`config.mk`:
```
export PLATFORM = sky130hd
export DESIGN_NAME = reg_file
export DESIGN_NICKNAME = d
export VERILOG_FILES = /design/src/rtl/core_pkg.sv /design/src/rtl/reg_file.sv
export SDC_FILE = /design/constraint.sdc
export NUM_CORES = 2
export LEC_CHECK = 0
export BUFFER_PORTS_ARGS = -buffer_cell sky130_fd_sc_hd__buf_2
export CAP_MARGIN = 20
export CORE_ASPECT_RATIO = 2
export CORE_MARGIN = 2
export CORE_UTILIZATION = 55
export DETAILED_ROUTE_END_ITERATION = 10
export PLACE_DENSITY = 0.71
export REMOVE_ABC_BUFFERS = 1
export SYNTH_ARGS = -nofsm -noshare
export SYNTH_HDL_FRONTEND = slang
export SYNTH_SLANG_ARGS = --single-unit
export TNS_END_PERCENT = 100
```
`constraint.sdc`:
```
create_clock -name clk -period 7.6 [get_ports clk]
set_input_delay 1.14 -clock clk [delete_from_list [all_inputs] [get_ports clk]]
set_output_delay 1.14 -clock clk [all_outputs]
set_load 0.05 [all_outputs]
```
`src/rtl/core_pkg.sv`:
```
`default_nettype none

package core_pkg;

    localparam int word_bits = 32;
    localparam int reg_addr_bits = 5;

    typedef logic [word_bits-1:0] word_t;
    typedef logic [reg_addr_bits-1:0] reg_addr_t;

    // primary opcodes
    localparam logic [5:0] op_special = 6'h00;
    localparam logic [5:0] op_addiu   = 6'h09;
    localparam logic [5:0] op_andi    = 6'h0c;
    localparam logic [5:0] op_ori     = 6'h0d;
    localparam logic [5:0] op_lui     = 6'h0f;
    localparam logic [5:0] op_lw      = 6'h23;
    localparam logic [5:0] op_sw      = 6'h2b;

    // funct codes under op_special
    localparam logic [5:0] fn_sll     = 6'h00;
    localparam logic [5:0] fn_syscall = 6'h0c;
    localparam logic [5:0] fn_addu    = 6'h21;
    localparam logic [5:0] fn_subu    = 6'h23;
    localparam logic [5:0] fn_and     = 6'h24;
    localparam logic [5:0] fn_or      = 6'h25;
    localparam logic [5:0] fn_slt     = 6'h2a;

    typedef enum logic [2:0] {
        alu_add,
        alu_sub,
        alu_and,
        alu_or,
        alu_slt,
        alu_sll,
        alu_lui
    } alu_op_e;

    // where an execute operand comes from
    typedef enum logic [1:0] {
        fwd_rf,
        fwd_mem,
        fwd_wb
    } fwd_sel_e;

    typedef struct packed {
        alu_op_e alu_op;
        logic    use_imm;
        logic    reg_write;
        logic    mem_read;
        logic    mem_write;
        logic    halt;
    } ctrl_t;

    typedef struct packed {
        ctrl_t     ctrl;
        word_t     rs_data;
        word_t     rt_data;
        word_t     imm;
        logic [4:0] shamt;
        reg_addr_t dest;
        fwd_sel_e  fwd_a;
        fwd_sel_e  fwd_b;
    } id_ex_t;

    typedef struct packed {
        logic      reg_write;
        logic      mem_read;
        logic      mem_write;
        logic      halt;
        word_t     alu_result;
        word_t     store_data;
        reg_addr_t dest;
    } ex_mem_t;

    typedef struct packed {
        logic      reg_write;
        logic      halt;
        reg_addr_t dest;
        word_t     wdata;
    } mem_wb_t;

endpackage

`default_nettype wire

```
`src/rtl/reg_file.sv`:
```
`timescale 1ns/100ps
`default_nettype none

module reg_file (
    input  logic                clk,
    input  logic                reset,
    input  logic                we,
    input  core_pkg::reg_addr_t waddr,
    input  core_pkg::word_t     wdata,
    input  core_pkg::reg_addr_t raddr_a,
    input  core_pkg::reg_addr_t raddr_b,
    output core_pkg::word_t     rdata_a,
    output core_pkg::word_t     rdata_b,
    input  core_pkg::reg_addr_t dbg_addr,
    output core_pkg::word_t     dbg_data
);

    core_pkg::word_t regs [32];

    always_ff @(posedge clk) begin
        if (reset) begin
            for (int i = 0; i < 32; i++) begin
                regs[i] <= '0;
            end
        end else if (we && waddr != '0) begin
            regs[waddr] <= wdata;
        end
    end

    // same-cycle write is visible to the decode stage read
    assign rdata_a = (raddr_a == '0) ? '0
                   : (we && waddr == raddr_a) ? wdata : regs[raddr_a];
    assign rdata_b = (raddr_b == '0) ? '0
                   : (we && waddr == raddr_b) ? wdata : regs[raddr_b];

    assign dbg_data = regs[dbg_addr];

endmodule

`default_nettype wire

```
==> impl_metrics.env <==
export IMPL_largest_reg_flops=1024
export IMPL_worst_slack_ns=2.09
export IMPL_path_buf_inv=3
export IMPL_die_w_um=242
export IMPL_cts_buffers=90
export IMPL_die_area_um2=116000
export IMPL_grt_usage_pct=41.1
export IMPL_avgViaCountPerCell=7.79
export IMPL_crit_fanout=30
export IMPL_max_freq_mhz=181
export IMPL_grt_max_degree=100
export IMPL_ys_warn_count=0
export IMPL_synthFlopType="edfxtp_1"
export IMPL_synth_cell_types=50
export IMPL_cpLargestDelayFamily="buffers and inverters"
export IMPL_largest_register="regs"
export IMPL_initial_core_util_pct=55.3
export IMPL_syn_to_final_growth_pct=8.90
export IMPL_clockBufferDepth=3
export IMPL_synth_area_leaders="edfxtp_1, mux4_2, and2_1, clkbuf_1, mux2i_1"
export IMPL_io_buffers=150
export IMPL_clk_pin_slew_ns=0.07
export IMPL_worst_path_most_repeated_cell="buf_2"
export IMPL_reg_top3="regs: 1024 flops"
export IMPL_hold_viol=0
export IMPL_fin_area_um2=67700
export IMPL_hold_depth=2
export IMPL_final_cell_count_no_fill=5547
export IMPL_holdBufCountCts=0
export IMPL_drc_errors=0
export IMPL_yosysSeqAreaShare_pct=49.5
export IMPL_start_kind="input pin"
export IMPL_finalSetupTns_ns=0
export IMPL_cp_end_kind="primary output"
export IMPL_drv_cap=0
export IMPL_required_ns=6.46
export IMPL_htreeDepth=3
export IMPL_rsz0062_at_grt="no"
export IMPL_wire_per_inst_um=42.8
export IMPL_ir_drop_mv=0.158
export IMPL_p_leak_nw=22.7
export IMPL_relSlewSlack_pct=13.9
export IMPL_nets=4004
export IMPL_core_area_um2=112000
export IMPL_slowest_delay_ns=0.70
export IMPL_root_buffer="clkbuf_16"
export IMPL_worstMarginPinSlew_ns=1.29
export IMPL_antenna_found_initial=22
export IMPL_synth_top_area_share_pct=49.5
export IMPL_num_vias=43233
export IMPL_yosys_area_top_type="edfxtp_1"
export IMPL_overflow=0
export IMPL_ys_seq_elements=1024
export IMPL_dp_hpwl_um=133000
export IMPL_path_class="in2out"
export IMPL_post_cts_resize_count=0
export IMPL_hp_start="wdata[15]"
export IMPL_outcome="complete, no violations"
export IMPL_drive_gt1_share_pct=32.8
export IMPL_synth_edf_count=1024
export IMPL_syn_area_um2=62100
export IMPL_synth_cells=4028
export IMPL_fin_crit_ns=5.51
export IMPL_hold_path_class="in2reg"
export IMPL_fp_dieH_um=479
export IMPL_crit_arrival_ns=4.37
export IMPL_power_density_nw_per_um2=215
export IMPL_place_area_um2=64300
export IMPL_cts_tree="yes"
export IMPL_cp_cell_sequence="buf_2 -> xnor2_1 -> nand2_1 -> or2_2 -> nor2b_4 -> buf_4 -> a221o_1 -> buf_2"
export IMPL_place_congestion=0.905
export IMPL_postCtsSetupRepairBufs=0
export IMPL_grt_pass1_wl_um=326000
export IMPL_cp_slowest_cell="buf_2"
export IMPL_pre_cts_slack_ns=2.17
export IMPL_rows=174
export IMPL_async_flop_share_pct=0
export IMPL_grt_pass1_vias=43085
export IMPL_drt_iter0_drc=7513
export IMPL_drtPass1Iterations=6
export IMPL_drv_slew=0
export IMPL_hold_end="regs[25][15]$_SDFFCE_PN0P_"
export IMPL_synth_top_cells_by_count="edfxtp_1, and2_1, mux4_2"
export IMPL_syn_avg_cell_area_um2=15.4
export IMPL_ios=151
export IMPL_ant_nets=0
export IMPL_placed_cells=5352
export IMPL_cts_sinks=1024
export IMPL_synth_most_common_cell="edfxtp_1"
export IMPL_finalSetupViolCount=0
export IMPL_drt_total_wl_um=237000
export IMPL_finalCritPeriodShare_pct=72.5
final cells by class:
class                   instances  area [µm²]
diodes                         27        67.6
flip-flops and latches       1024       30700
fillers                      8464       44700
clock inverters                61         845
inverters                       2        7.51
clock buffers                 106        2420
multi-input cells            2565       29800
repair buffers                266        1920
well taps                    1496        1870
cell families (layout without fill, tap and decap cells):
kind of cell              Yosys count  in the layout  synth area share (%)
buffers and inverters             470            435                  3.28
and+or+nand+nor                  1213           1213                  11.7
xor gates and xnor gates           10             10                 0.141
muxes                             935            935                  31.0
AOI/OAI and AO/OA                 375            375                  4.44
other                               1             59               0.00604
DFF                              1024           1024                  49.5
power by group:
group          leakage, nW  switching (mW)  internal, mW
Clock                 1.58            2.22          2.97
Sequential            9.75           0.225          6.53
Combinational         11.4            1.57          1.03
stage by stage:
stage | utilization [%] | hold WS (ns) | total power, mW
after floorplan | - | 1.25 | 8.29
after global placement | 57.2 | 1.76 | 9.36
after detailed placement | 57.2 | 1.76 | 9.40
after CTS | 60.1 | 0.995 | 14.5
after global routing | 60.2 | 1.04 | 14.8
final | 60.2 | 1.02 | 14.5
worst max-delay path by stage:
| stage | end | slack [ns] | cells past startpoint | startpoint |
|---|---|---|---|---|
| 6_report | rdata_a[7] | 2.09 | 8 | raddr_a[4] |
| 5_1_grt | rdata_a[7] | 2.10 | 8 | raddr_a[4] |
| 4_1_cts | rdata_b[30] | 2.15 | 8 | raddr_b[1] |
| 3_5_place_dp | rdata_b[30] | 2.17 | 8 | raddr_b[1] |
| 3_3_place_gp | rdata_b[11] | 2.22 | 8 | raddr_b[1] |
| 2_1_floorplan | rdata_b[0] | 2.93 | 4 | raddr_b[3] |
cell usage in the layout, fill, tap and decap left out, types with 12 or more instances in the layout:
master        n
edfxtp_1   1024
and2_1      994
mux4_2      786
buf_2       140
o22ai_1     132
mux2i_1     116
buf_4       102
clkbuf_16    95
a22oi_1      86
nor2_1       73
nor2_4       34
nand2_1      34
mux2_2       33
a32o_1       32
conb_1       32
a21oi_1      29
diode_2      27
or2_2        25
a221o_1      20
bufinv_16    20
clkinv_2     16
buf_12       16
o211ai_1     12
layer usage:
metal	up-vias	wire length, µm	track usage [%]
met3	1209	31200	10.9
li1	15973	-	-
met2	4245	114000	64.8
met5	-	80	0.0414
met1	21798	68400	46.5
met4	8	24100	35.8
No activity file was read; power rests on OpenSTA's default activity.
