==> src/rtl/core_pkg.sv <==
`default_nettype none

package core_pkg;

    localparam int word_bits = 32;
    localparam int reg_addr_bits = 5;

    typedef logic [word_bits-1:0] word_t;
    typedef logic [reg_addr_bits-1:0] reg_addr_t;

    // primary opcodes
    localparam logic [5:0] op_special = 6'h00;
    localparam logic [5:0] op_addiu   = 6'h09;
    localparam logic [5:0] op_andi    = 6'h0c;
    localparam logic [5:0] op_ori     = 6'h0d;
    localparam logic [5:0] op_lui     = 6'h0f;
    localparam logic [5:0] op_lw      = 6'h23;
    localparam logic [5:0] op_sw      = 6'h2b;

    // funct codes under op_special
    localparam logic [5:0] fn_sll     = 6'h00;
    localparam logic [5:0] fn_syscall = 6'h0c;
    localparam logic [5:0] fn_addu    = 6'h21;
    localparam logic [5:0] fn_subu    = 6'h23;
    localparam logic [5:0] fn_and     = 6'h24;
    localparam logic [5:0] fn_or      = 6'h25;
    localparam logic [5:0] fn_slt     = 6'h2a;

    typedef enum logic [2:0] {
        alu_add,
        alu_sub,
        alu_and,
        alu_or,
        alu_slt,
        alu_sll,
        alu_lui
    } alu_op_e;

    // where an execute operand comes from
    typedef enum logic [1:0] {
        fwd_rf,
        fwd_mem,
        fwd_wb
    } fwd_sel_e;

    typedef struct packed {
        alu_op_e alu_op;
        logic    use_imm;
        logic    reg_write;
        logic    mem_read;
        logic    mem_write;
        logic    halt;
    } ctrl_t;

    typedef struct packed {
        ctrl_t     ctrl;
        word_t     rs_data;
        word_t     rt_data;
        word_t     imm;
        logic [4:0] shamt;
        reg_addr_t dest;
        fwd_sel_e  fwd_a;
        fwd_sel_e  fwd_b;
    } id_ex_t;

    typedef struct packed {
        logic      reg_write;
        logic      mem_read;
        logic      mem_write;
        logic      halt;
        word_t     alu_result;
        word_t     store_data;
        reg_addr_t dest;
    } ex_mem_t;

    typedef struct packed {
        logic      reg_write;
        logic      halt;
        reg_addr_t dest;
        word_t     wdata;
    } mem_wb_t;

endpackage

`default_nettype wire

==> src/rtl/fetch_unit.sv <==
`timescale 1ns/100ps
`default_nettype none

module fetch_unit #(
    parameter int imem_words = 64
) (
    input  logic                          clk,
    input  logic                          reset,
    input  logic                          run,
    input  logic                          stall,
    input  logic                          halt_seen,
    input  logic                          imem_we,
    input  logic [$clog2(imem_words)-1:0] imem_addr,
    input  core_pkg::word_t               imem_word,
    output core_pkg::word_t               inst,
    output logic                          inst_valid
);

    core_pkg::word_t imem [imem_words];
    logic [$clog2(imem_words)-1:0] pc;
    logic stopped;
    logic advance;
    logic take;

    // IF/ID moves only while running and not stalled
    assign advance = run && !stall;
    // no new slot once a syscall has been decoded
    assign take = advance && !halt_seen && !stopped;

    always_ff @(posedge clk) begin
        if (imem_we) begin
            imem[imem_addr] <= imem_word;
        end
    end

    always_ff @(posedge clk) begin
        if (reset) begin
            pc <= '0;
            inst_valid <= 1'b0;
            stopped <= 1'b0;
        end else if (advance) begin
            inst_valid <= take;
            if (take) begin
                pc <= pc + 1'b1;
            end else begin
                stopped <= 1'b1;
            end
        end
    end

    always_ff @(posedge clk) begin
        if (take) begin
            inst <= imem[pc];
        end
    end

endmodule

`default_nettype wire

==> config.mk <==
export PLATFORM = sky130hd
export DESIGN_NAME = fetch_unit
export DESIGN_NICKNAME = d
export VERILOG_FILES = /design/src/rtl/core_pkg.sv /design/src/rtl/fetch_unit.sv
export SDC_FILE = /design/constraint.sdc
export NUM_CORES = 2
export LEC_CHECK = 0
export BUFFER_PORTS_ARGS = -buffer_cell sky130_fd_sc_hd__buf_4
export CAP_MARGIN = 10
export CORE_MARGIN = 10
export CORE_UTILIZATION = 55
export CTS_BUF_LIST = sky130_fd_sc_hd__clkbuf_8
export DETAILED_ROUTE_END_ITERATION = 8
export PLACE_DENSITY = 0.72
export SETUP_SLACK_MARGIN = 0.3
export SLEW_MARGIN = 40
export SYNTH_ARGS = -nofsm -noshare
export SYNTH_HDL_FRONTEND = slang
export SYNTH_SLANG_ARGS = --single-unit
==> constraint.sdc <==
create_clock -name clk -period 8.58 [get_ports clk]
set_input_delay 2.145 -clock clk [delete_from_list [all_inputs] [get_ports clk]]
set_output_delay 2.145 -clock clk [all_outputs]
set_load 0.01 [all_outputs]
==> flow_summary.toml <==
[run_status]
status = "finished, final reports clean"

[power]
swShare_pct = 21.5
combPwrFrac_pct = 3.5
power.switching_mw = 4.26
p_int_mw = 15.5
powerDensity_mw_per_mm2 = 219
seqPwrFrac_pct = 57.2
p_leak_nw = 27.6
ir_drop_mv = 0.183
pwr-share-clk_pct = 39.3

[timing]
skew_ns = 0.0571
worstMarginPinSlew_ns = 0.929
final-max-slew-violation-count = 0
fin_crit_sh_pct = 48.8
fin_crit_ns = 4.19
final_hold_viol_count = 0
final-setup-viol-count = 0
grt_setup_unrepaired = "no"
max_slew_margin_pct = 37.4
max_freq_mhz = 239
fin_tns_setup_ns = 0

[logic_synthesis]
synthSimpleGateAreaFrac_pct = 1.04
synthAdderAreaFrac_pct = 0.0157
synth_ff_type = "edfxtp_1"
avgSynthCellArea_um2 = 22.1
synth_compound_area_share_pct = 3.80
syn-num-nets = 3644
synth-xor-area-share_pct = 0.0549
synthDistinctLibCells = 51
synth-edff-count = 2080
ys_seq_area_share_pct = 78.6
ys_warn_count = 0
synth_mux_area_share_pct = 15.0
async_flop_share_pct = 0
synth_top_family_by_area = "multiplexers"
synth_area_mm2 = 0.0797
syn_inst = 3599
synth_seq_cells = 2088

[detailed_routing]
vias_per_cell = 6.57
vias = 40047
routedWlPerCell_um = 33.7
firstDrtPassIters = 6
drtAntennaViolNets = 0
drc_errors = 0
drt_iter0_drc = 6060
finalWirelength_mm = 206

[floorplan]
start_util_pct = 55.4
core_mm2 = 0.144
fp.dieArea_mm2 = 0.161
die_h_um = 401
io_pins = 77
rows = 139
die_x_um = 401

[clock_network]
h-tree-depth = 5
cts_num_sinks = 2088
clk_path_buf_depth = 4
hold_buffers = 0
tritoncts = "built"
cts_buffers = 340
postCtsSetupRepairBufs = 0
cts_resized = 0
root_buffer = "clkbuf_8"
clk_latency_ns = 1.04
clk_pin_slew_ns = 0.06

[worst_setup_path]
crit_required_ns = 9.32
cp-start-kind = "flop"
critical_path.slowest_cell = "a211oi_1"
critPathKind = "reg -> reg"
crit_family = "compound AO/OA/AOI/OAI gates"
arrival_ns = 4.94
reg2regPathDepth = 6
crit_fanout = 97
cp.depth = 6
path_cells = "buf_12 > buf_12 > mux4_2 > a211oi_1 > a21oi_1 > a22o_1"
path_buf_inv = 2
cpPeakStageDelay_ns = 0.72
cp_common_cell = "buf_12"
end_kind = "flop"

[placed_design]
place_area_mm2 = 0.0843
io_buffer_count = 76
globalplace.congestion = 0.847
dpl.hpwl_mm = 124

[grt]
grt_pass1_vias = 39665
grt_max_degree = 104
track_usage_pct = 25.4
grt_pass1_wl_mm = 293
antenna_found_initial = 13
grt_overflow = 0

[finish]
fin_area_mm2 = 0.0904
final_layout_size_suffix_gt1_share_pct = 26.9
nets = 3998
syn_to_final_growth_pct = 13.4

[job]
cap_violations = 0

[worst_hold_path]
hp-class = "reg -> reg"
holdPathStages = 2
final timing paths:
path | startpoint | end | slack [ns]
worst max-delay path | pc[0]$_SDFFE_PP0P_ | inst[14]$_DFFE_PP_ | 4.39
worst min-delay path | stopped$_SDFFE_PP0P_ | stopped$_SDFFE_PP0P_ | 0.51
worst max register to register | pc[0]$_SDFFE_PP0P_ | inst[14]$_DFFE_PP_ | 4.39
worst min register to register | stopped$_SDFFE_PP0P_ | stopped$_SDFFE_PP0P_ | 0.51
area by class of cell:
class,instances,area [um2]
Sequential cell,2088,62600
Fill cell,9330,53400
Multi-Input combinational cell,1297,16400
Clock buffer,348,4790
Timing Repair Buffer,224,2940
Tap cell,1903,2380
Clock inverter,234,1180
Inverter,2,8.76
Antenna cell,2,5.00
power groups by stage:
stage          Clock [mW]  Combinational [mW]  Sequential (mW)
6_report             7.78               0.685             11.3
5_1_grt              8.34               0.718             11.3
4_1_cts              7.86               0.680             11.3
3_5_place_dp            0               0.679             11.5
3_3_place_gp            0               0.650             11.5
2_1_floorplan           0               0.328             11.5
layout by cell type, fill, tap and decap left out, types with 15 or more instances in the layout:
| cell type | n |
|---|---|
| a211oi_1 | 62 |
| a21oi_1 | 49 |
| a221oi_1 | 48 |
| a22o_1 | 44 |
| a22oi_1 | 46 |
| buf_12 | 15 |
| buf_16 | 33 |
| buf_4 | 112 |
| buf_6 | 19 |
| buf_8 | 45 |
| clkbuf_8 | 348 |
| clkinv_1 | 97 |
| clkinv_2 | 36 |
| edfxtp_1 | 2080 |
| inv_1 | 88 |
| mux2i_1 | 279 |
| mux4_2 | 403 |
| nand2_1 | 16 |
| nor2_1 | 23 |
| nor2_4 | 63 |
| o211ai_1 | 17 |
| o21ai_0 | 43 |
| o21ai_1 | 16 |
| o221ai_1 | 28 |
| o22ai_1 | 40 |
flip-flops by register name, summed over array words and instances, names as in the netlist:
signal / flops
imem: 2048
inst: 32
inst_valid: 1
pc: 6
stopped: 1
per-stage QoR:
| stage | std cells | util (%) | total power, mW | worst slack [ns] | hold WS, ns |
|---|---|---|---|---|---|
| CTS | 6090 | 62.7 | 19.9 | 4.40 | 0.508 |
| floorplan | 3599 | - | 11.9 | 2.97 | 0.438 |
| global placement | 5425 | 57.4 | 12.2 | 3.64 | 0.477 |
| detailed placement | 5508 | 58.6 | 12.2 | 4.02 | 0.495 |
| finish | 6098 | 62.8 | 19.8 | 4.39 | 0.505 |
| global route | 6097 | 62.8 | 20.4 | 4.25 | 0.555 |
kinds of logic (layout without fill, tap and decap cells):
logic type	after synthesis	count (layout)
adder cells (fa/ha/maj)	1	1
multiplexers	690	690
AND/OR/NAND/NOR	175	175
AO/OA/AOI/OAI	426	426
other	0	2
buffers and inverters	214	808
XOR/XNOR	5	5
flip-flops	2088	2088
cell usage after synthesis (19+ instances only):
library cell	number	area [um2]
mux2i_1	279	2790
a211oi_1	68	510
a22o_1	44	385
buf_6	26	293
clkbuf_1	68	255
edfxtp_1	2080	62500
buf_4	32	240
a21oi_1	49	245
buf_2	76	380
mux4_2	403	9080
nor2_1	85	319
a221oi_1	48	420
o221ai_1	28	245
o21ai_0	52	260
a22oi_1	46	345
o22ai_1	40	250
nand2_1	19	71.3
worst register-to-register path, delay by kind of cell, from the launching register on:
family          cells  cell delay, ns
mux                 1            0.72
flops               1            0.55
buf+inv             2            1.33
compound gates      3            1.31
metal layers:
layer	routed length (um)	GRT usage (%)
met2	92900	37.3
met1	75900	35.9
met3	27900	7.55
met4	8810	10.5
met5	37	0
Note: power is estimated with default switching activity, not from simulation.
