--- src/rtl/core_pkg.sv ---
`default_nettype none

package core_pkg;

    localparam int word_bits = 32;
    localparam int reg_addr_bits = 5;

    typedef logic [word_bits-1:0] word_t;
    typedef logic [reg_addr_bits-1:0] reg_addr_t;

    // primary opcodes
    localparam logic [5:0] op_special = 6'h00;
    localparam logic [5:0] op_addiu   = 6'h09;
    localparam logic [5:0] op_andi    = 6'h0c;
    localparam logic [5:0] op_ori     = 6'h0d;
    localparam logic [5:0] op_lui     = 6'h0f;
    localparam logic [5:0] op_lw      = 6'h23;
    localparam logic [5:0] op_sw      = 6'h2b;

    // funct codes under op_special
    localparam logic [5:0] fn_sll     = 6'h00;
    localparam logic [5:0] fn_syscall = 6'h0c;
    localparam logic [5:0] fn_addu    = 6'h21;
    localparam logic [5:0] fn_subu    = 6'h23;
    localparam logic [5:0] fn_and     = 6'h24;
    localparam logic [5:0] fn_or      = 6'h25;
    localparam logic [5:0] fn_slt     = 6'h2a;

    typedef enum logic [2:0] {
        alu_add,
        alu_sub,
        alu_and,
        alu_or,
        alu_slt,
        alu_sll,
        alu_lui
    } alu_op_e;

    // where an execute operand comes from
    typedef enum logic [1:0] {
        fwd_rf,
        fwd_mem,
        fwd_wb
    } fwd_sel_e;

    typedef struct packed {
        alu_op_e alu_op;
        logic    use_imm;
        logic    reg_write;
        logic    mem_read;
        logic    mem_write;
        logic    halt;
    } ctrl_t;

    typedef struct packed {
        ctrl_t     ctrl;
        word_t     rs_data;
        word_t     rt_data;
        word_t     imm;
        logic [4:0] shamt;
        reg_addr_t dest;
        fwd_sel_e  fwd_a;
        fwd_sel_e  fwd_b;
    } id_ex_t;

    typedef struct packed {
        logic      reg_write;
        logic      mem_read;
        logic      mem_write;
        logic      halt;
        word_t     alu_result;
        word_t     store_data;
        reg_addr_t dest;
    } ex_mem_t;

    typedef struct packed {
        logic      reg_write;
        logic      halt;
        reg_addr_t dest;
        word_t     wdata;
    } mem_wb_t;

endpackage

`default_nettype wire

--- src/rtl/exec_unit.sv ---
`timescale 1ns/100ps
`default_nettype none

module exec_unit (
    input  core_pkg::id_ex_t  id_ex,
    input  core_pkg::word_t   fwd_ex_mem,
    input  core_pkg::word_t   fwd_mem_wb,
    output core_pkg::ex_mem_t ex_mem_next,
    input  core_pkg::ex_mem_t ex_mem,
    input  core_pkg::word_t   load_data,
    output core_pkg::mem_wb_t mem_wb_next
);

    core_pkg::word_t op_a;
    core_pkg::word_t rt_value;
    core_pkg::word_t op_b;
    core_pkg::word_t result;

    // forward selects were settled in decode
    always_comb begin
        case (id_ex.fwd_a)
            core_pkg::fwd_mem: op_a = fwd_ex_mem;
            core_pkg::fwd_wb:  op_a = fwd_mem_wb;
            default:           op_a = id_ex.rs_data;
        endcase
        case (id_ex.fwd_b)
            core_pkg::fwd_mem: rt_value = fwd_ex_mem;
            core_pkg::fwd_wb:  rt_value = fwd_mem_wb;
            default:           rt_value = id_ex.rt_data;
        endcase
    end

    assign op_b = id_ex.ctrl.use_imm ? id_ex.imm : rt_value;

    always_comb begin
        case (id_ex.ctrl.alu_op)
            core_pkg::alu_add: result = op_a + op_b;
            core_pkg::alu_sub: result = op_a - op_b;
            core_pkg::alu_and: result = op_a & op_b;
            core_pkg::alu_or:  result = op_a | op_b;
            core_pkg::alu_slt: result = {31'd0, $signed(op_a) < $signed(op_b)};
            core_pkg::alu_sll: result = op_b << id_ex.shamt;
            core_pkg::alu_lui: result = {op_b[15:0], 16'h0000};
            default:           result = '0;
        endcase
    end

    // store data takes the forwarded rt
    assign ex_mem_next = '{
        reg_write:  id_ex.ctrl.reg_write,
        mem_read:   id_ex.ctrl.mem_read,
        mem_write:  id_ex.ctrl.mem_write,
        halt:       id_ex.ctrl.halt,
        alu_result: result,
        store_data: rt_value,
        dest:       id_ex.dest
    };

    // memory stage result select
    assign mem_wb_next = '{
        reg_write: ex_mem.reg_write,
        halt:      ex_mem.halt,
        dest:      ex_mem.dest,
        wdata:     ex_mem.mem_read ? load_data : ex_mem.alu_result
    };

endmodule

`default_nettype wire

--- config.mk ---
export PLATFORM = sky130hd
export DESIGN_NAME = exec_unit
export DESIGN_NICKNAME = d
export VERILOG_FILES = /design/src/rtl/core_pkg.sv /design/src/rtl/exec_unit.sv
export SDC_FILE = /design/constraint.sdc
export NUM_CORES = 1
export LEC_CHECK = 0
export BUFFER_PORTS_ARGS = -buffer_cell sky130_fd_sc_hd__buf_2
export CORE_AREA = 2 2 155 157
export DETAILED_ROUTE_END_ITERATION = 6
export DIE_AREA = 0 0 157 159
export GPL_TIMING_DRIVEN = 0
export PLACE_DENSITY = 0.72
export SYNTH_ARGS = -nofsm -noshare
export SYNTH_HDL_FRONTEND = slang
export SYNTH_SLANG_ARGS = --single-unit
--- constraint.sdc ---
create_clock -name vclk -period 5.8
set_input_delay 1.16 -clock vclk [all_inputs]
set_output_delay 1.16 -clock vclk [all_outputs]
set_load 0.05 [all_outputs]
==> summary.md <==
| Metric | Value |
|---|---|
| Status | finished, violations left |
| Violated checks | setup timing |
| Area Growth Syn to Fin | 48.4% |
| Vias per std cell | between 6 and 7 |
| Critical setup path kind | primary input to primary output |
| Fin crit share | 1.11 |
| Share of synthesized area spent on multiplexers | 0.142 |
| Commonest cells after routing, fill and taps aside | buf_2, buf_4, nand2_1 |
| Drt first pass iters | 6 |
| Adder-Cell Fraction of Synth Area | 0.145 |
| Max cap viols | 0 |
| Seq_cells | 0 |
| Final Hold Viols | 0 |
| Synth Area in Compound Gates | 0.401 |
| Mapped Nets | ~1.7k |
| Place WS | -1400 ps |
| Core ar. | 0.0232 mm2 |
| Routed wire length | 55,200 um |
| Antenna Violating Nets Remaining | 0 |
| Pwr Density | 197 mW/mm2 |
| Max_slew headroom | 0.198 |
| Worst Max-Slew Pin Slew | about 1200 ps |
| Area of the multi-input gates | about 0.0094 mm2 |
| Worst EP arrival | between 5000 and 6000 ps |
| GPL Wtd Cong | 1.02 |
| Fmax | ~160 MHz |
| Setup ws final | -633 ps |
| Crit path max fanout | 4 |
| Die height | 159 um |
| Gate Count Post-Synth | between 1k and 1.5k |
| Worst setup endpoint | ex_mem_next[67] |
| Largest family of logic cells by synthesized area | compound AO/OA/AOI/OAI gates |
| Leakage power | about 6.3 nW |
| Initial antenna violation count | 1 |
| Register area | 0 um2 |
| CTS Hold Bufs | 0 |
| Critical Path RT | between 4000 and 5000 ps |
| Yosys warnings | 0 |
| Post-synthesis sequential area ratio | 0 |
| I/O Buffers | 344 |
| First-pass GRT wire length | approximately 80,000 um |
| Grt total ovfl | 0 |
| Kind of end point of the critical path | primary output |
| Hold Slack | 2620 ps |
| Setup violators final | 23 |
| Ports | 399 |
| Fin nets | 2,199 |
| Max stage delay on crit path | approximately 440 ps |
| Worst path cell trace | buf_12 > inv_8 > ha_4 > buf_6 > a221o_1 > o21ai_4 > o21a_4 > inv_4 > ha_4 > fa_2 > nand3b_1 > a211oi_4 > o311ai_4 > a31o_4 > o21a_4 > nor4_4 > nor3_2 > a22o_1 > a2111o_2 > buf_8 |
| Synth Cell Area | between 0.009 and 0.01 mm2 |
| Row count | 56 |
| Most common cell after layout, fill and taps aside | buf_2 |
| CP Launch Type | primary input |
| Final max-slew violation count | 0 |
| Distinct cells, synth | just over 90 |
| HPWL after DPL | 43,200 um |
| DRT iter0 DRCs | 1,576 |
| Die Width | ~160 um |
| Vias in the first global route | roughly 13k |
| Avg Synthesized Cell Area | ~6.9 um2 |
| WL/cell | approximately 26 um |
| Tmin final | 6430 ps |
| DIE AREA | around 0.025 mm2 |
| Layout cell share with drive strength beyond 1 | 0.443 |
| Crit path launch | id_ex[0] |
| RSZ-0062 raised after global routing | yes |
| VDD IR max | 0.0922 mV |
| Hold WC Path Type | primary input to primary output |
| CP max-delay cell | a2111o_2 |
| Largest net degree at the start of global routing | 11 |
| Clock buf count | 0 |
| Vias | about 14k |
| ANT cells | 0 |
| Total Routing Usage GR | 0.406 |
| Drc violations | 0 |
| Initial Utilization | 0.403 |
| XOR/XNOR share of the synthesized area | 0 |
| Fill cells | roughly 2.2k |
| Post-synthesis simple-gate area fraction | 0.198 |
## routing by layer
layer	track usage	up-vias	part of all wire
li1	-	5944	-
met1	0.495	6431	0.36
met2	0.683	1141	0.45
met3	0.0634	227	0.11
met4	0.212	2	0.067
met5	0	-	0.00036
## report_power, final
part           internal (mW)  switching, mW  leakage (nW)  total (mW)
Combinational           1.01           1.72          6.32        2.73
Sequential                 0              0             0           0
Clock                      0              0             0           0
Total                   1.01           1.72          6.32        2.73
## cell type report
cell class         instances  share of cell area
plain buffers            120              0.0599
inverters                114              0.0318
multi-input cells       1114               0.679
well taps                319              0.0288
repair buffers           455               0.201
## stage by stage
stage	setup TNS, ps	util	area (um2)	total power, mW	cells
after detailed placement	-23710	0.504	11700	2.13	2017
final	-7560	0.598	13900	2.73	2122
after global routing	-9650	0.598	13900	2.84	2122
after global placement	-24310	0.504	11700	2.12	2017
after floorplan	-912	-	9580	1.51	1354
after CTS	-6170	0.565	13100	2.45	2089
## cells in the mapped netlist (24+ instances only)
| master | count | area [um2] |
|---|---|---|
| a221oi_1 | 26 | 228 |
| ha_1 | 105 | 1310 |
| o22ai_1 | 24 | 150 |
| mux2_2 | 48 | 541 |
| nor3_1 | 31 | 155 |
| nand2_1 | 130 | 488 |
| buf_2 | 26 | 130 |
| clkbuf_1 | 61 | 229 |
| o21ai_0 | 110 | 551 |
| a22oi_1 | 52 | 390 |
| a21oi_1 | 78 | 390 |
| inv_1 | 104 | 390 |
| nor2_1 | 97 | 364 |
| mux2i_1 | 58 | 581 |
## logic make-up (layout without fill, tap and decap cells)
kind of cell             count (synthesis)  in the layout
AND/OR/NAND/NOR                        378            378
adder cells (fa/ha/maj)                107            107
multiplexers                           115            115
buffers and inverters                  240            689
AO/OA/AOI/OAI                          514            514
## critical path, delay by kind of cell
kind	cells	cell delay [ps]
adder cells (fa/ha/maj)	3	800
AND/OR/NAND/NOR	3	560
AO/OA/AOI/OAI	9	2290
buffers and inverters	5	460
## worst min path at each step
stage,from,to,slack (ps),cells after the start
2_1_floorplan,id_ex[4],ex_mem_next[0],2490,1
3_3_place_gp,ex_mem[0],mem_wb_next[32],2620,2
3_5_place_dp,id_ex[7],ex_mem_next[3],2620,2
4_1_cts,id_ex[7],ex_mem_next[3],2620,2
5_1_grt,id_ex[6],ex_mem_next[2],2630,2
6_report,id_ex[4],ex_mem_next[0],2620,2
## timing repair
action                                  in CTS  in global routing
pin swaps                                   67                 61
setup buffers                               73                 36
gates cloned                                 2                  0
endpoints found under the setup margin      28                 26
gates resized for setup                    230                117
Note: power is estimated with default switching activity, not from simulation.
