===== src/rtl/core_pkg.sv =====
`default_nettype none

package core_pkg;

    localparam int word_bits = 32;
    localparam int reg_addr_bits = 5;

    typedef logic [word_bits-1:0] word_t;
    typedef logic [reg_addr_bits-1:0] reg_addr_t;

    // primary opcodes
    localparam logic [5:0] op_special = 6'h00;
    localparam logic [5:0] op_addiu   = 6'h09;
    localparam logic [5:0] op_andi    = 6'h0c;
    localparam logic [5:0] op_ori     = 6'h0d;
    localparam logic [5:0] op_lui     = 6'h0f;
    localparam logic [5:0] op_lw      = 6'h23;
    localparam logic [5:0] op_sw      = 6'h2b;

    // funct codes under op_special
    localparam logic [5:0] fn_sll     = 6'h00;
    localparam logic [5:0] fn_syscall = 6'h0c;
    localparam logic [5:0] fn_addu    = 6'h21;
    localparam logic [5:0] fn_subu    = 6'h23;
    localparam logic [5:0] fn_and     = 6'h24;
    localparam logic [5:0] fn_or      = 6'h25;
    localparam logic [5:0] fn_slt     = 6'h2a;

    typedef enum logic [2:0] {
        alu_add,
        alu_sub,
        alu_and,
        alu_or,
        alu_slt,
        alu_sll,
        alu_lui
    } alu_op_e;

    // where an execute operand comes from
    typedef enum logic [1:0] {
        fwd_rf,
        fwd_mem,
        fwd_wb
    } fwd_sel_e;

    typedef struct packed {
        alu_op_e alu_op;
        logic    use_imm;
        logic    reg_write;
        logic    mem_read;
        logic    mem_write;
        logic    halt;
    } ctrl_t;

    typedef struct packed {
        ctrl_t     ctrl;
        word_t     rs_data;
        word_t     rt_data;
        word_t     imm;
        logic [4:0] shamt;
        reg_addr_t dest;
        fwd_sel_e  fwd_a;
        fwd_sel_e  fwd_b;
    } id_ex_t;

    typedef struct packed {
        logic      reg_write;
        logic      mem_read;
        logic      mem_write;
        logic      halt;
        word_t     alu_result;
        word_t     store_data;
        reg_addr_t dest;
    } ex_mem_t;

    typedef struct packed {
        logic      reg_write;
        logic      halt;
        reg_addr_t dest;
        word_t     wdata;
    } mem_wb_t;

endpackage

`default_nettype wire


===== src/rtl/hazard_unit.sv =====
`timescale 1ns/100ps
`default_nettype none

module hazard_unit (
    input  core_pkg::reg_addr_t rs,
    input  core_pkg::reg_addr_t rt,
    input  core_pkg::ctrl_t     ctrl,
    input  core_pkg::id_ex_t    id_ex,
    input  core_pkg::ex_mem_t   ex_mem,
    output logic                load_use,
    output core_pkg::fwd_sel_e  fwd_a,
    output core_pkg::fwd_sel_e  fwd_b
);

    logic rs_used;
    logic rt_used;
    logic ex_hit_a;
    logic ex_hit_b;
    logic mem_hit_a;
    logic mem_hit_b;

    // sll and lui leave rs unread, immediate forms read rt only for stores
    assign rs_used = (ctrl.reg_write || ctrl.mem_write)
                     && ctrl.alu_op != core_pkg::alu_sll
                     && ctrl.alu_op != core_pkg::alu_lui;
    assign rt_used = (ctrl.reg_write && !ctrl.use_imm) || ctrl.mem_write;

    assign ex_hit_a = rs_used && id_ex.ctrl.reg_write && id_ex.dest != '0 && id_ex.dest == rs;
    assign ex_hit_b = rt_used && id_ex.ctrl.reg_write && id_ex.dest != '0 && id_ex.dest == rt;
    assign mem_hit_a = rs_used && ex_mem.reg_write && ex_mem.dest != '0 && ex_mem.dest == rs;
    assign mem_hit_b = rt_used && ex_mem.reg_write && ex_mem.dest != '0 && ex_mem.dest == rt;

    // load result is not ready for the very next instruction
    assign load_use = id_ex.ctrl.mem_read && (ex_hit_a || ex_hit_b);

    // nearest producer wins
    assign fwd_a = ex_hit_a ? core_pkg::fwd_mem : (mem_hit_a ? core_pkg::fwd_wb : core_pkg::fwd_rf);
    assign fwd_b = ex_hit_b ? core_pkg::fwd_mem : (mem_hit_b ? core_pkg::fwd_wb : core_pkg::fwd_rf);

endmodule

`default_nettype wire


===== config.mk =====
export PLATFORM = sky130hd
export DESIGN_NAME = hazard_unit
export DESIGN_NICKNAME = d
export VERILOG_FILES = /design/src/rtl/core_pkg.sv /design/src/rtl/hazard_unit.sv
export SDC_FILE = /design/constraint.sdc
export NUM_CORES = 1
export LEC_CHECK = 0
export CAP_MARGIN = 40
export CORE_AREA = 3 3 82 84
export DETAILED_ROUTE_END_ITERATION = 16
export DIE_AREA = 0 0 85 87
export DONT_BUFFER_PORTS = 1
export GPL_TIMING_DRIVEN = 0
export SLEW_MARGIN = 20
export SYNTH_ARGS = -nofsm -noshare
export SYNTH_HDL_FRONTEND = slang
export SYNTH_SLANG_ARGS = --single-unit

===== constraint.sdc =====
create_clock -name vclk -period 1.3
set_input_delay 0.065 -clock vclk [all_inputs]
set_output_delay 0.065 -clock vclk [all_outputs]
set_load 0.02 [all_outputs]

==> impl_results.html <==
<table>
<tr><th>Metric</th><th>Value</th></tr>
<tr><th colspan="2">Status</th></tr>
<tr><td>Outcome</td><td>finished with violations</td></tr>
<tr><td>Violated checks</td><td>negative setup slack</td></tr>
<tr><th colspan="2">Worst setup path</th></tr>
<tr><td>Crit. End Element</td><td>output pin</td></tr>
<tr><td>CP top delay family</td><td>simple AND/OR/NAND/NOR gates</td></tr>
<tr><td>Critical path startpoint category</td><td>input port</td></tr>
<tr><td>CP Max Fanout</td><td>3</td></tr>
<tr><td>Worst path required time</td><td>1240 ps</td></tr>
<tr><td>Max incr delay on CP</td><td>around 530 ps</td></tr>
<tr><td>Worst-path cell with the longest stage delay</td><td>sky130_fd_sc_hd__or4_4</td></tr>
<tr><td>Arrival time of data at the critical path endpoint</td><td>1290 ps</td></tr>
<tr><td>Cell-by-cell listing of the critical path</td><td>or4_4, o21ai_4, nor3_2, nor4_4</td></tr>
<tr><td>Buffers plus inverters on the worst setup path</td><td>0</td></tr>
<tr><td>Startpoint of the most critical setup path</td><td>id_ex[5]</td></tr>
<tr><td>Category of the most critical setup path</td><td>input port to output pin</td></tr>
<tr><th colspan="2">Synth</th></tr>
<tr><td>Leading area contributor after synthesis</td><td>sky130_fd_sc_hd__xnor2_1</td></tr>
<tr><td>Synth unique cells</td><td>16</td></tr>
<tr><td>Synth Net Count</td><td>roughly 250</td></tr>
<tr><td>Post-Synthesis Cells</td><td>43</td></tr>
<tr><td>Biggest area contributors in the synthesized netlist</td><td>sky130_fd_sc_hd__xnor2_1 34%, sky130_fd_sc_hd__xor2_1 21%, sky130_fd_sc_hd__nor4_2 7.5%</td></tr>
<tr><td>Top cell type's share of synthesized area</td><td>0.3434</td></tr>
<tr><td>Seq/Total Area, Yosys</td><td>0</td></tr>
<tr><td>Syn Area/Cell</td><td>between 7 and 8 µm²</td></tr>
<tr><td>Cell area after synthesis</td><td>331.6 µm²</td></tr>
<tr><td>Total of warnings raised by yosys</td><td>0</td></tr>
<tr><th colspan="2">Detailed routing</th></tr>
<tr><td>Count of unresolved DRC violations after routing</td><td>0</td></tr>
<tr><td>Number of DRC markers in iteration 0</td><td>16</td></tr>
<tr><td>Routed via count divided by cell count</td><td>roughly 2.8</td></tr>
<tr><td>DRT antenna net count</td><td>0</td></tr>
<tr><td>Total iterations of the first detailed-routing run</td><td>4</td></tr>
<tr><td>DRT Wirelength</td><td>1.639 mm</td></tr>
<tr><td>Total via count in the routed design</td><td>approximately 330</td></tr>
<tr><td>Wirelength per Cell</td><td>13.89 µm</td></tr>
<tr><th colspan="2">Floorplan</th></tr>
<tr><td>Initial Util</td><td>0.05535</td></tr>
<tr><td>Die height</td><td>between 80 and 90 µm</td></tr>
<tr><td>Chip width</td><td>85 µm</td></tr>
<tr><td>I/O pin count</td><td>~210</td></tr>
<tr><td>Number of core rows</td><td>28</td></tr>
<tr><td>CORE AREA</td><td>0.005991 mm²</td></tr>
<tr><td>DIE AREA</td><td>0.007395 mm²</td></tr>
<tr><th colspan="2">Final layout</th></tr>
<tr><td># fillers</td><td>691</td></tr>
<tr><td>Synthesis-to-layout area growth</td><td>41.51%</td></tr>
<tr><td>Fraction of final layout cells sized beyond drive strength 1</td><td>0.2093</td></tr>
<tr><td>Count of clock buffers in the final design</td><td>0</td></tr>
<tr><td>Antenna diode count</td><td>0</td></tr>
<tr><td>Final nets</td><td>254</td></tr>
<tr><td>Count of flip-flops and latches</td><td>0</td></tr>
<tr><td>Flip-flop and latch area</td><td>0 µm²</td></tr>
<tr><th colspan="2">Global route</th></tr>
<tr><td>Wire length of the first global-routing pass</td><td>2.394 mm</td></tr>
<tr><td>Initial antenna violation count</td><td>0</td></tr>
<tr><td>Number of global-route vias before repair</td><td>375</td></tr>
<tr><td>Pin count of the biggest net entering global routing</td><td>4</td></tr>
<tr><td>Grt total ovfl</td><td>0</td></tr>
<tr><td>Global Route Usage Sum</td><td>0.04379</td></tr>
<tr><th colspan="2">Power and ir drop</th></tr>
<tr><td>Switching share of power</td><td>0.4913</td></tr>
<tr><td>Relative contribution of sequential cells to total power</td><td>0</td></tr>
<tr><td>Cell Int Power</td><td>54.62 µW</td></tr>
<tr><td>Leakage Power</td><td>0.0001047 µW</td></tr>
<tr><td>Total net switching power</td><td>52.75 µW</td></tr>
<tr><td>Maximum resistive drop on vdd</td><td>about 0.069 mV</td></tr>
<tr><td>Power density cells</td><td>228.8 mW/mm²</td></tr>
<tr><td>Proportion of power drawn by combinational gates</td><td>1.000</td></tr>
<tr><td>Final total power</td><td>107.4 µW</td></tr>
<tr><td>Clock share of power</td><td>0</td></tr>
<tr><th colspan="2">STA</th></tr>
<tr><td>Slew Limit Headroom</td><td>0.6258</td></tr>
<tr><td>Clock period minus final worst setup slack</td><td>between 1000 and 1500 ps</td></tr>
<tr><td>Least setup slack across all paths after layout</td><td>-53.62 ps</td></tr>
<tr><td>Final Hold Violating Endpoints</td><td>0</td></tr>
<tr><td>RSZ-0062 raised after global routing</td><td>true</td></tr>
<tr><td>Timing-limited maximum frequency</td><td>0.7388 GHz</td></tr>
<tr><td>Count of final setup violators</td><td>2</td></tr>
<tr><td>Worst hold margin</td><td>approximately 300 ps</td></tr>
<tr><td>Final Slew Violations</td><td>0</td></tr>
<tr><td>Least-Margin Pin Slew</td><td>556.7 ps</td></tr>
<tr><td>Final critical-path share of the clock period</td><td>1.041</td></tr>
<tr><th colspan="2">Placed design</th></tr>
<tr><td>Dpl hpwl</td><td>1.550 mm</td></tr>
<tr><td>Number of port buffers</td><td>0</td></tr>
<tr><td>RD Place Congestion</td><td>0.6429</td></tr>
<tr><th colspan="2">Min path</th></tr>
<tr><td>Worst hold path type</td><td>input port to output pin</td></tr>
<tr><td>Worst hold start</td><td>id_ex[112]</td></tr>
<tr><th colspan="2">Flow run</th></tr>
<tr><td>Max Cap Viol</td><td>0</td></tr>
<tr><th colspan="2">CTS</th></tr>
<tr><td>Setup Buffers After CTS</td><td>0</td></tr>
</table>
layout by cell type, fill, tap and decap left out, drive strengths merged:
cell type	count
xnor2	13
xor2	8
nor4	4
or4	3
nand2	2
nand3	2
buf	2
o21ai	2
nor3	2
o2bb2ai	1
inv	1
a21oi	1
nand4	1
o21a	1
final cells by class:
class / instances / area, µm² / share of cell area
buffer: 2 / 15.01 / 0.03200
tap: 75 / 93.84 / 0.2000
multi-input combinational: 40 / 356.6 / 0.7600
inverter: 1 / 3.754 / 0.008000
power by group through the flow:
stage,Clock (µW),Combinational (µW),Sequential [µW]
floorplan,0,87.0,0
global placement,0,102,0
detailed placement,0,105,0
CTS,0,108,0
global route,0,119,0
finish,0,107,0
metal layers:
layer  vias up  wire (µm)  global-route usage  share of wire
li1        152          -                   -              -
met1       153        643             0.05724           0.39
met2        29        670             0.06427           0.41
met3         0        325             0.02838           0.20
met4         0          0                   0              0
met5         -          0                   0              0
metrics by stage:
stage | utilization | setup slack (ps) | area (µm²) | instances | TNS [ps]
final | 0.07832 | -53.62 | 469.2 | 118 | -55.21
after global routing | 0.07832 | -105.9 | 469.2 | 118 | -254.9
after CTS | 0.07832 | -93.45 | 469.2 | 118 | -123.6
after detailed placement | 0.07769 | -102.2 | 465.4 | 118 | -194.8
after global placement | 0.07769 | -90.37 | 465.4 | 118 | -146.3
after floorplan | - | 39.47 | 371.6 | 43 | 0
logic make-up (layout without fill, tap and decap cells):
logic type | after synthesis | after routing | share of synthesized area
buf+inv | 3 | 3 | 0.05658
xor+xnor | 21 | 21 | 0.5547
compound gates | 5 | 5 | 0.1056
simple gates | 14 | 14 | 0.2830
synthesized netlist by cell type:
master and count:
sky130_fd_sc_hd__nand3_1 2, sky130_fd_sc_hd__nand4_1 1, sky130_fd_sc_hd__a21oi_1 1, sky130_fd_sc_hd__or4_1 3, sky130_fd_sc_hd__nor3_1 2, sky130_fd_sc_hd__nor4_2 2
sky130_fd_sc_hd__o21a_1 1, sky130_fd_sc_hd__inv_1 1, sky130_fd_sc_hd__xor2_1 8, sky130_fd_sc_hd__nand2_1 2, sky130_fd_sc_hd__o21ai_2 1, sky130_fd_sc_hd__o21ai_1 1
sky130_fd_sc_hd__nor4_1 2, sky130_fd_sc_hd__o2bb2ai_1 1, sky130_fd_sc_hd__buf_4 2, sky130_fd_sc_hd__xnor2_1 13
repair_timing:
item | CTS | global route
pin swaps | 1 | 0
hold buffers | 0 | 0
endpoints found under the setup margin | 2 | 3
gates resized for setup | 1 | 0
worst paths after layout:
| check | to | slack (ps) | depth (start not counted) |
|---|---|---|---|
| max | fwd_a[1] | -50 | 4 |
| min | load_use | 300 | 1 |
No activity file was read; power rests on OpenSTA's default activity.
