[config.mk]
export PLATFORM = sky130hd
export DESIGN_NAME = inst_decoder
export DESIGN_NICKNAME = d
export VERILOG_FILES = /design/src/rtl/core_pkg.sv /design/src/rtl/inst_decoder.sv
export SDC_FILE = /design/constraint.sdc
export NUM_CORES = 1
export LEC_CHECK = 0
export ABC_AREA = 1
export CAP_MARGIN = 25
export CORE_MARGIN = 5
export CORE_UTILIZATION = 55
export DETAILED_ROUTE_END_ITERATION = 7
export DONT_BUFFER_PORTS = 1
export PLACE_DENSITY_LB_ADDON = 0.15
export SYNTH_ARGS = -nofsm -noshare
export SYNTH_HDL_FRONTEND = slang
export SYNTH_SLANG_ARGS = --single-unit
export TNS_END_PERCENT = 50
[constraint.sdc]
create_clock -name vclk -period 2.2
set_input_delay 0.11 -clock vclk [all_inputs]
set_output_delay 0.11 -clock vclk [all_outputs]
set_load 0.02 [all_outputs]
[src/rtl/core_pkg.sv]
`default_nettype none

package core_pkg;

    localparam int word_bits = 32;
    localparam int reg_addr_bits = 5;

    typedef logic [word_bits-1:0] word_t;
    typedef logic [reg_addr_bits-1:0] reg_addr_t;

    // primary opcodes
    localparam logic [5:0] op_special = 6'h00;
    localparam logic [5:0] op_addiu   = 6'h09;
    localparam logic [5:0] op_andi    = 6'h0c;
    localparam logic [5:0] op_ori     = 6'h0d;
    localparam logic [5:0] op_lui     = 6'h0f;
    localparam logic [5:0] op_lw      = 6'h23;
    localparam logic [5:0] op_sw      = 6'h2b;

    // funct codes under op_special
    localparam logic [5:0] fn_sll     = 6'h00;
    localparam logic [5:0] fn_syscall = 6'h0c;
    localparam logic [5:0] fn_addu    = 6'h21;
    localparam logic [5:0] fn_subu    = 6'h23;
    localparam logic [5:0] fn_and     = 6'h24;
    localparam logic [5:0] fn_or      = 6'h25;
    localparam logic [5:0] fn_slt     = 6'h2a;

    typedef enum logic [2:0] {
        alu_add,
        alu_sub,
        alu_and,
        alu_or,
        alu_slt,
        alu_sll,
        alu_lui
    } alu_op_e;

    // where an execute operand comes from
    typedef enum logic [1:0] {
        fwd_rf,
        fwd_mem,
        fwd_wb
    } fwd_sel_e;

    typedef struct packed {
        alu_op_e alu_op;
        logic    use_imm;
        logic    reg_write;
        logic    mem_read;
        logic    mem_write;
        logic    halt;
    } ctrl_t;

    typedef struct packed {
        ctrl_t     ctrl;
        word_t     rs_data;
        word_t     rt_data;
        word_t     imm;
        logic [4:0] shamt;
        reg_addr_t dest;
        fwd_sel_e  fwd_a;
        fwd_sel_e  fwd_b;
    } id_ex_t;

    typedef struct packed {
        logic      reg_write;
        logic      mem_read;
        logic      mem_write;
        logic      halt;
        word_t     alu_result;
        word_t     store_data;
        reg_addr_t dest;
    } ex_mem_t;

    typedef struct packed {
        logic      reg_write;
        logic      halt;
        reg_addr_t dest;
        word_t     wdata;
    } mem_wb_t;

endpackage

`default_nettype wire

[src/rtl/inst_decoder.sv]
`timescale 1ns/100ps
`default_nettype none

module inst_decoder (
    input  core_pkg::word_t     inst,
    input  logic                inst_valid,
    output core_pkg::reg_addr_t rs,
    output core_pkg::reg_addr_t rt,
    output core_pkg::reg_addr_t dest,
    output core_pkg::word_t     imm,
    output logic [4:0]          shamt,
    output core_pkg::ctrl_t     ctrl
);

    logic [5:0] opcode;
    logic [5:0] funct;
    logic [15:0] imm16;

    assign opcode = inst[31:26];
    assign funct  = inst[5:0];
    assign imm16  = inst[15:0];
    assign rs     = inst[25:21];
    assign rt     = inst[20:16];
    assign shamt  = inst[10:6];

    always_comb begin
        ctrl = '0;
        dest = inst[15:11];
        imm = {{16{imm16[15]}}, imm16};
        if (inst_valid) begin
            if (opcode == core_pkg::op_special) begin
                ctrl.reg_write = 1'b1;
                case (funct)
                    core_pkg::fn_addu: ctrl.alu_op = core_pkg::alu_add;
                    core_pkg::fn_subu: ctrl.alu_op = core_pkg::alu_sub;
                    core_pkg::fn_and:  ctrl.alu_op = core_pkg::alu_and;
                    core_pkg::fn_or:   ctrl.alu_op = core_pkg::alu_or;
                    core_pkg::fn_slt:  ctrl.alu_op = core_pkg::alu_slt;
                    core_pkg::fn_sll:  ctrl.alu_op = core_pkg::alu_sll;
                    core_pkg::fn_syscall: begin
                        // syscall only halts
                        ctrl.reg_write = 1'b0;
                        ctrl.halt = 1'b1;
                    end
                    default: ctrl.reg_write = 1'b0;
                endcase
            end else begin
                // immediate forms target rt
                dest = inst[20:16];
                ctrl.use_imm = 1'b1;
                ctrl.reg_write = 1'b1;
                case (opcode)
                    core_pkg::op_addiu: ctrl.alu_op = core_pkg::alu_add;
                    core_pkg::op_andi: begin
                        ctrl.alu_op = core_pkg::alu_and;
                        imm = {16'h0000, imm16};
                    end
                    core_pkg::op_ori: begin
                        ctrl.alu_op = core_pkg::alu_or;
                        imm = {16'h0000, imm16};
                    end
                    core_pkg::op_lui: ctrl.alu_op = core_pkg::alu_lui;
                    core_pkg::op_lw: begin
                        ctrl.alu_op = core_pkg::alu_add;
                        ctrl.mem_read = 1'b1;
                    end
                    core_pkg::op_sw: begin
                        ctrl.alu_op = core_pkg::alu_add;
                        ctrl.reg_write = 1'b0;
                        ctrl.mem_write = 1'b1;
                    end
                    default: begin
                        ctrl.use_imm = 1'b0;
                        ctrl.reg_write = 1'b0;
                    end
                endcase
            end
        end
    end

endmodule

`default_nettype wire

==> summary.md, run 1 <==
| Metric | Value |
|---|---|
| Status | finished, final reports clean |
| Synth warn | 0 |
| Layout cells sized above 1 | 8.14% |
| Startpoint types | input port |
| Resized Gates After CTS | 0 |
| Syn-to-layout area delta | -42.9% |
| Net Count, Synth | 166 |
| Drt total wl | 1420 µm |
| Avg WL per Cell | 14.0 µm |
| Crit-path max FO | 12 |
| Worst setup EP type | output pin |
| Antenna viol nets, final | 0 |
| Fill cell count | 154 |
| Placed wire-length estimate | 1220 µm |
| Hold wc startpoint | inst[24] |
| Clock buffer count | 0 |
| Gr usage total | 12.1% |
| Crit path kind | input port to output pin |
| Seq/Total Area, Yosys | 0% |
| Nets | 121 |
| Tightest Hold Check Type | input port to output pin |
| MaxCap Viol Count | 0 |
| Syn Inst Count | 133 |
| # DRC | 0 |
| Max_slew headroom | 55.2% |
| Setup WS pre-CTS | 0.695 ns |
| Io pins | 93 |
| Placer congestion estimate | 0.777 |
| Data arrival, critical path | 1.38 ns |
| Initial antenna violation count | 0 |
| Total die area | 2160 µm² |
| Core Region | 1280 µm² |
| Fin Setup TNS | 0 ns |
| Fin. max-slew vios | 0 |
| DRT iter0 DRCs | 7 |
| Vias in the first global route | 436 |
| Routed vias | 522 |
| Chip width | 46.5 µm |
| Fin crit share | 67.9% |
| Die height | 46.5 µm |
| Cell Rows | 13 |
| Initial Utilization | 57.0% |
| Postcts setup bufs | 0 |
| Cell Area, Synth | 732 µm² |
| Final setup vio count | 0 |
| Post-synth cell types | 17 |
| Launch point of the worst path | inst[30] |
| Leak Pwr | 0.248 nW |
| Worst Path Required | 2.09 ns |
| Avg Inst Size Synth | 5.50 µm² |
| Sequential cell count | 0 |
| PortBufs | 0 |
| Slew @ Worst Pin | 0.665 ns |
| Peak VDD IR | 59.3 µV |
| RSZ-0062 raised after global routing | false |
| Setup ws final | 0.706 ns |
| Hold Buf Count CTS | 0 |
| Largest net degree at the start of global routing | 13 |
| Register area | 0 µm² |
| PD cells | 219 nW/µm² |
| Gr ovfl total | 0 |
| Via/cell ratio | 5.17 |
| Max Freq | 670 MHz |
| N_diodes | 0 |
| First-pass GRT wire length | 2020 µm |
| Crit path time final | 1.49 ns |
| First-pass DRT Iterations | 4 |
| Final Hold Vio Count | 0 |
[worst max-delay path: stages]
cell and delay [ns]:
nor2_4 0.16, nand3_2 0.24, nand2_2 0.18, nand2_1 0.12, nand2_4 0.24, buf_12 0.32
[stage by stage]
stage / power [W] / instance area (µm²) / util [%] / hold WS (ns) / instances
after detailed placement: 0.0000920 / 418 / 32.5 / 0.220 / 101
final: 0.0000913 / 418 / 32.5 / 0.220 / 101
after floorplan: 0.000189 / 732 / - / 0.333 / 133
after CTS: 0.0000921 / 418 / 32.5 / 0.220 / 101
after global routing: 0.000100 / 418 / 32.5 / 0.220 / 101
after global placement: 0.0000915 / 418 / 32.5 / 0.220 / 101
[cells in the final DEF (no fill, tap or decap)]
cell type | Yosys | final
a21o_1 | 1 | 1
buf_12 | 0 | 1
inv_1 | 12 | 12
inv_2 | 1 | 1
nand2_1 | 27 | 26
nand2_2 | 1 | 1
nand2_4 | 0 | 1
nand3_1 | 13 | 13
nand3_2 | 1 | 1
nand4_1 | 3 | 3
nor2_1 | 21 | 21
nor2_2 | 1 | 1
nor2_4 | 1 | 1
nor3_1 | 1 | 1
o211ai_1 | 1 | 1
o21ai_0 | 1 | 1
[path summary, 6_finish.rpt]
kind,cells after the start,end
min,0,rs[3]
max,6,imm[19]
[power by group]
part           leakage [nW]  switching [W]  internal [W]
clock network             0              0             0
logic                 0.248      0.0000712     0.0000201
registers                 0              0             0
total                 0.248      0.0000712     0.0000201
[layout make-up]
class | count | area, µm² | area share, %
well taps | 15 | 18.8 | 4.49
inverters | 13 | 48.8 | 11.7
multi-input cells | 72 | 330 | 79.0
repair buffers | 1 | 20.0 | 4.79
[kinds of logic (layout without fill, tap and decap cells)]
group / count (synthesis) / in the layout / synth area share (%)
buffers and inverters: 61 / 14 / 55.9
AO/OA/AOI/OAI: 3 / 3 / 2.74
AND/OR/NAND/NOR: 69 / 69 / 41.4
[layer usage]
metal	vias up	GRT usage (%)	wire length, µm
li1	272	-	-
met1	205	15.0	526
met2	45	17.3	553
met3	0	8.98	335
met4	0	1.14	0
met5	-	0	0
[cell usage after synthesis]
cell | instances | area share, %
nor2_4 | 1 | 1.5
nand3_2 | 1 | 1.4
nand4_1 | 3 | 2.6
nand3_1 | 13 | 8.9
o21ai_0 | 1 | 0.68
inv_2 | 1 | 0.51
a21o_1 | 1 | 1.0
clkbuf_1 | 1 | 0.51
inv_1 | 12 | 6.2
nor2_1 | 21 | 11
nand2_1 | 27 | 14
buf_4 | 46 | 47
o211ai_1 | 1 | 1.0
buf_6 | 1 | 1.5
nand2_2 | 1 | 0.86
nor2_2 | 1 | 0.86
nor3_1 | 1 | 0.68
No activity file was read; power rests on OpenSTA's default activity.
==> inputs of run 2 (changes only) <==
clock period = 1.5 ns   (was 2.2 ns; I/O delays follow)
==> run 2 against run 1 <==
  * Total power grew 53%
  * Via count grew 4.2%
  * Utilization grew 2.3 points
  * Critical path depth is the same
  * Hold slack lost 0.070 ns
  * Non-clock buffer count grew 4
  * Combinational power grew 53%
  * Die area is the same
  * Sequential cell count is the same
  * Global-route usage grew 0.47 points
  * First-iteration DRC count is the same
  * Wire length is the same
  * Critical path type unchanged
  * Largest power group unchanged
  * Highest routed layer unchanged
==> summary.md, run 2 (synthesis results as in run 1) <==
| Metric | Value |
|---|---|
| Status | finished, final reports clean |
| Launch point of the worst path | inst[30] |
| Sequential cell count | 0 (unchanged) |
| Highest metal used | met3 |
| Routed vias | 544 (+4.2%) |
| Startpoint types | input port |
| CP Cell Sequence | nor2_4 > nand3_2 > nand2_2 > nand2_1 > nand2_4 > buf_4 |
| Avg WL per Cell | 13.5 µm (-3.8%) |
| RSZ-0062 raised after global routing | false |
| Gr ovfl total | 0 (unchanged) |
| Final Hold Vio Count | 0 (unchanged) |
| Worst Setup EP | imm[18] |
| Drt total wl | 1420 µm (unchanged) |
| PD cells | 312 nW/µm² (+43%) |
| Worst Path Required | 1.42 ns (-0.67 ns) |
| Gr usage total | 12.6% (+0.47 points) |
| Register area | 0 µm² (unchanged) |
| Max_slew headroom | 73.0% (+18 points) |
| Final setup vio count | 0 (unchanged) |
| Resized Gates After CTS | 0 (unchanged) |
| Initial Utilization | 57.0% (unchanged) |
| Post-Route Utilization | 34.9% (+2.3 points) |
| Die height | 46.5 µm (unchanged) |
| Worst path slowest cell | buf_4 |
| Peak VDD IR | 82.7 µV (+40%) |
| Worst setup EP type | output pin |
| Crit path time final | 1.17 ns |
| Via/cell ratio | 5.18 (+0.24%) |
| Io pins | 93 (unchanged) |
| Layout cells sized above 1 | 12.2% (+4.1 points) |
| Family with the most delay on the worst path | simple AND/OR/NAND/NOR gates |
| Slew @ Worst Pin | 0.404 ns (-0.261 ns) |
| Final Power | 0.000140 W (+53%) |
| # DRC | 0 (unchanged) |
| Syn-to-layout area delta | -38.8% |
| Antenna viol nets, final | 0 (unchanged) |
| Metal2 WL | 570 µm (+3.1%) |
| Crit path kind | input port to output pin |
| Fin Setup TNS | 0 ns (unchanged) |
| Max Freq | 852 MHz |
| MaxCap Viol Count | 0 (unchanged) |
| Total die area | 2160 µm² (unchanged) |
| Fill cell count | 163 (+5.8%) |
| Critical Path Stages | 6 (unchanged) |
| Initial antenna violation count | 0 (unchanged) |
| Nets | 125 (+3.3%) |
| Chip width | 46.5 µm (unchanged) |
| Clock buffer count | 0 (unchanged) |
| Postcts setup bufs | 0 (unchanged) |
| Hold Buf Count CTS | 0 (unchanged) |
| Most common cell after layout, fill and taps aside | nand2_1 |
| DRT iter0 DRCs | 7 (unchanged) |
| First-pass GRT wire length | 2120 µm (+4.8%) |
| Leak Pwr | 0.268 nW (+8.2%) |
| N_diodes | 0 (unchanged) |
| Crit-path max FO | 11 (-1) |
| Placed wire-length estimate | 1230 µm (+0.62%) |
| Tightest Hold Check Type | input port to output pin |
| First-pass DRT Iterations | 4 (unchanged) |
| PortBufs | 0 (unchanged) |
| Data arrival, critical path | 1.10 ns (-0.28 ns) |
| Cell Rows | 13 (unchanged) |
| Core Region | 1280 µm² (unchanged) |
| Largest stage delay on the critical path | 0.25 ns (-0.07 ns) |
| Metal-1 WL | 566 µm (+7.6%) |
| Fin. max-slew vios | 0 (unchanged) |
| Vias in the first global route | 482 (+11%) |
| Buffers and inverters on the worst path | 1 (unchanged) |
| Commonest non-fill, non-tap cells in the layout | 26 x nand2_1, 21 x nor2_1, 13 x nand3_1 |
| Fin crit share | 78.2% |
| Placer congestion estimate | 0.806 (+3.8%) |
| Metal3 WL | 278 µm (-17%) |
| Largest net degree at the start of global routing | 12 (-1) |
-- run 2: cell count changes in the layout (fill, tap and decap cells not counted), sizes merged --
cell,delta
buf,+4
-- run 2: worst min-delay path by stage --
stage               cells after the start  slack (ns)  startpoint  endpoint
global route                            0        0.15    inst[11]   imm[11]
floorplan                               1        0.26     inst[0]    imm[0]
global placement                        0        0.15    inst[23]     rs[2]
CTS                                     0        0.15    inst[23]     rs[2]
finish                                  0        0.15     inst[5]    imm[5]
detailed placement                      0        0.15    inst[23]     rs[2]
-- run 2: layer usage --
metal	global-route usage (%)	vias up
met4	1.14	0
met2	19.2	46
li1	-	280
met3	6.25	0
met5	0	-
met1	16.4	218
-- run 2: area by class of cell --
cell class	count	area, µm²	share of cell area, %
repair buffers	5	50.0	11.2
multi-input cells	72	330	73.7
inverters	13	48.8	10.9
well taps	15	18.8	4.19
-- run 2: power breakdown --
| group | switching (W) | internal [W] |
|---|---|---|
| logic | 0.000105 | 0.0000349 |
| registers | 0 | 0 |
| clock network | 0 | 0 |
-- run 2: metrics by stage --
stage	instances	area, µm²	hold WS (ns)	setup slack (ns)
after CTS	105	448	0.150	0.296
after floorplan	133	732	0.263	0.195
after global routing	105	448	0.150	0.177
after detailed placement	105	448	0.150	0.298
final	105	448	0.150	0.326
after global placement	105	448	0.150	0.330
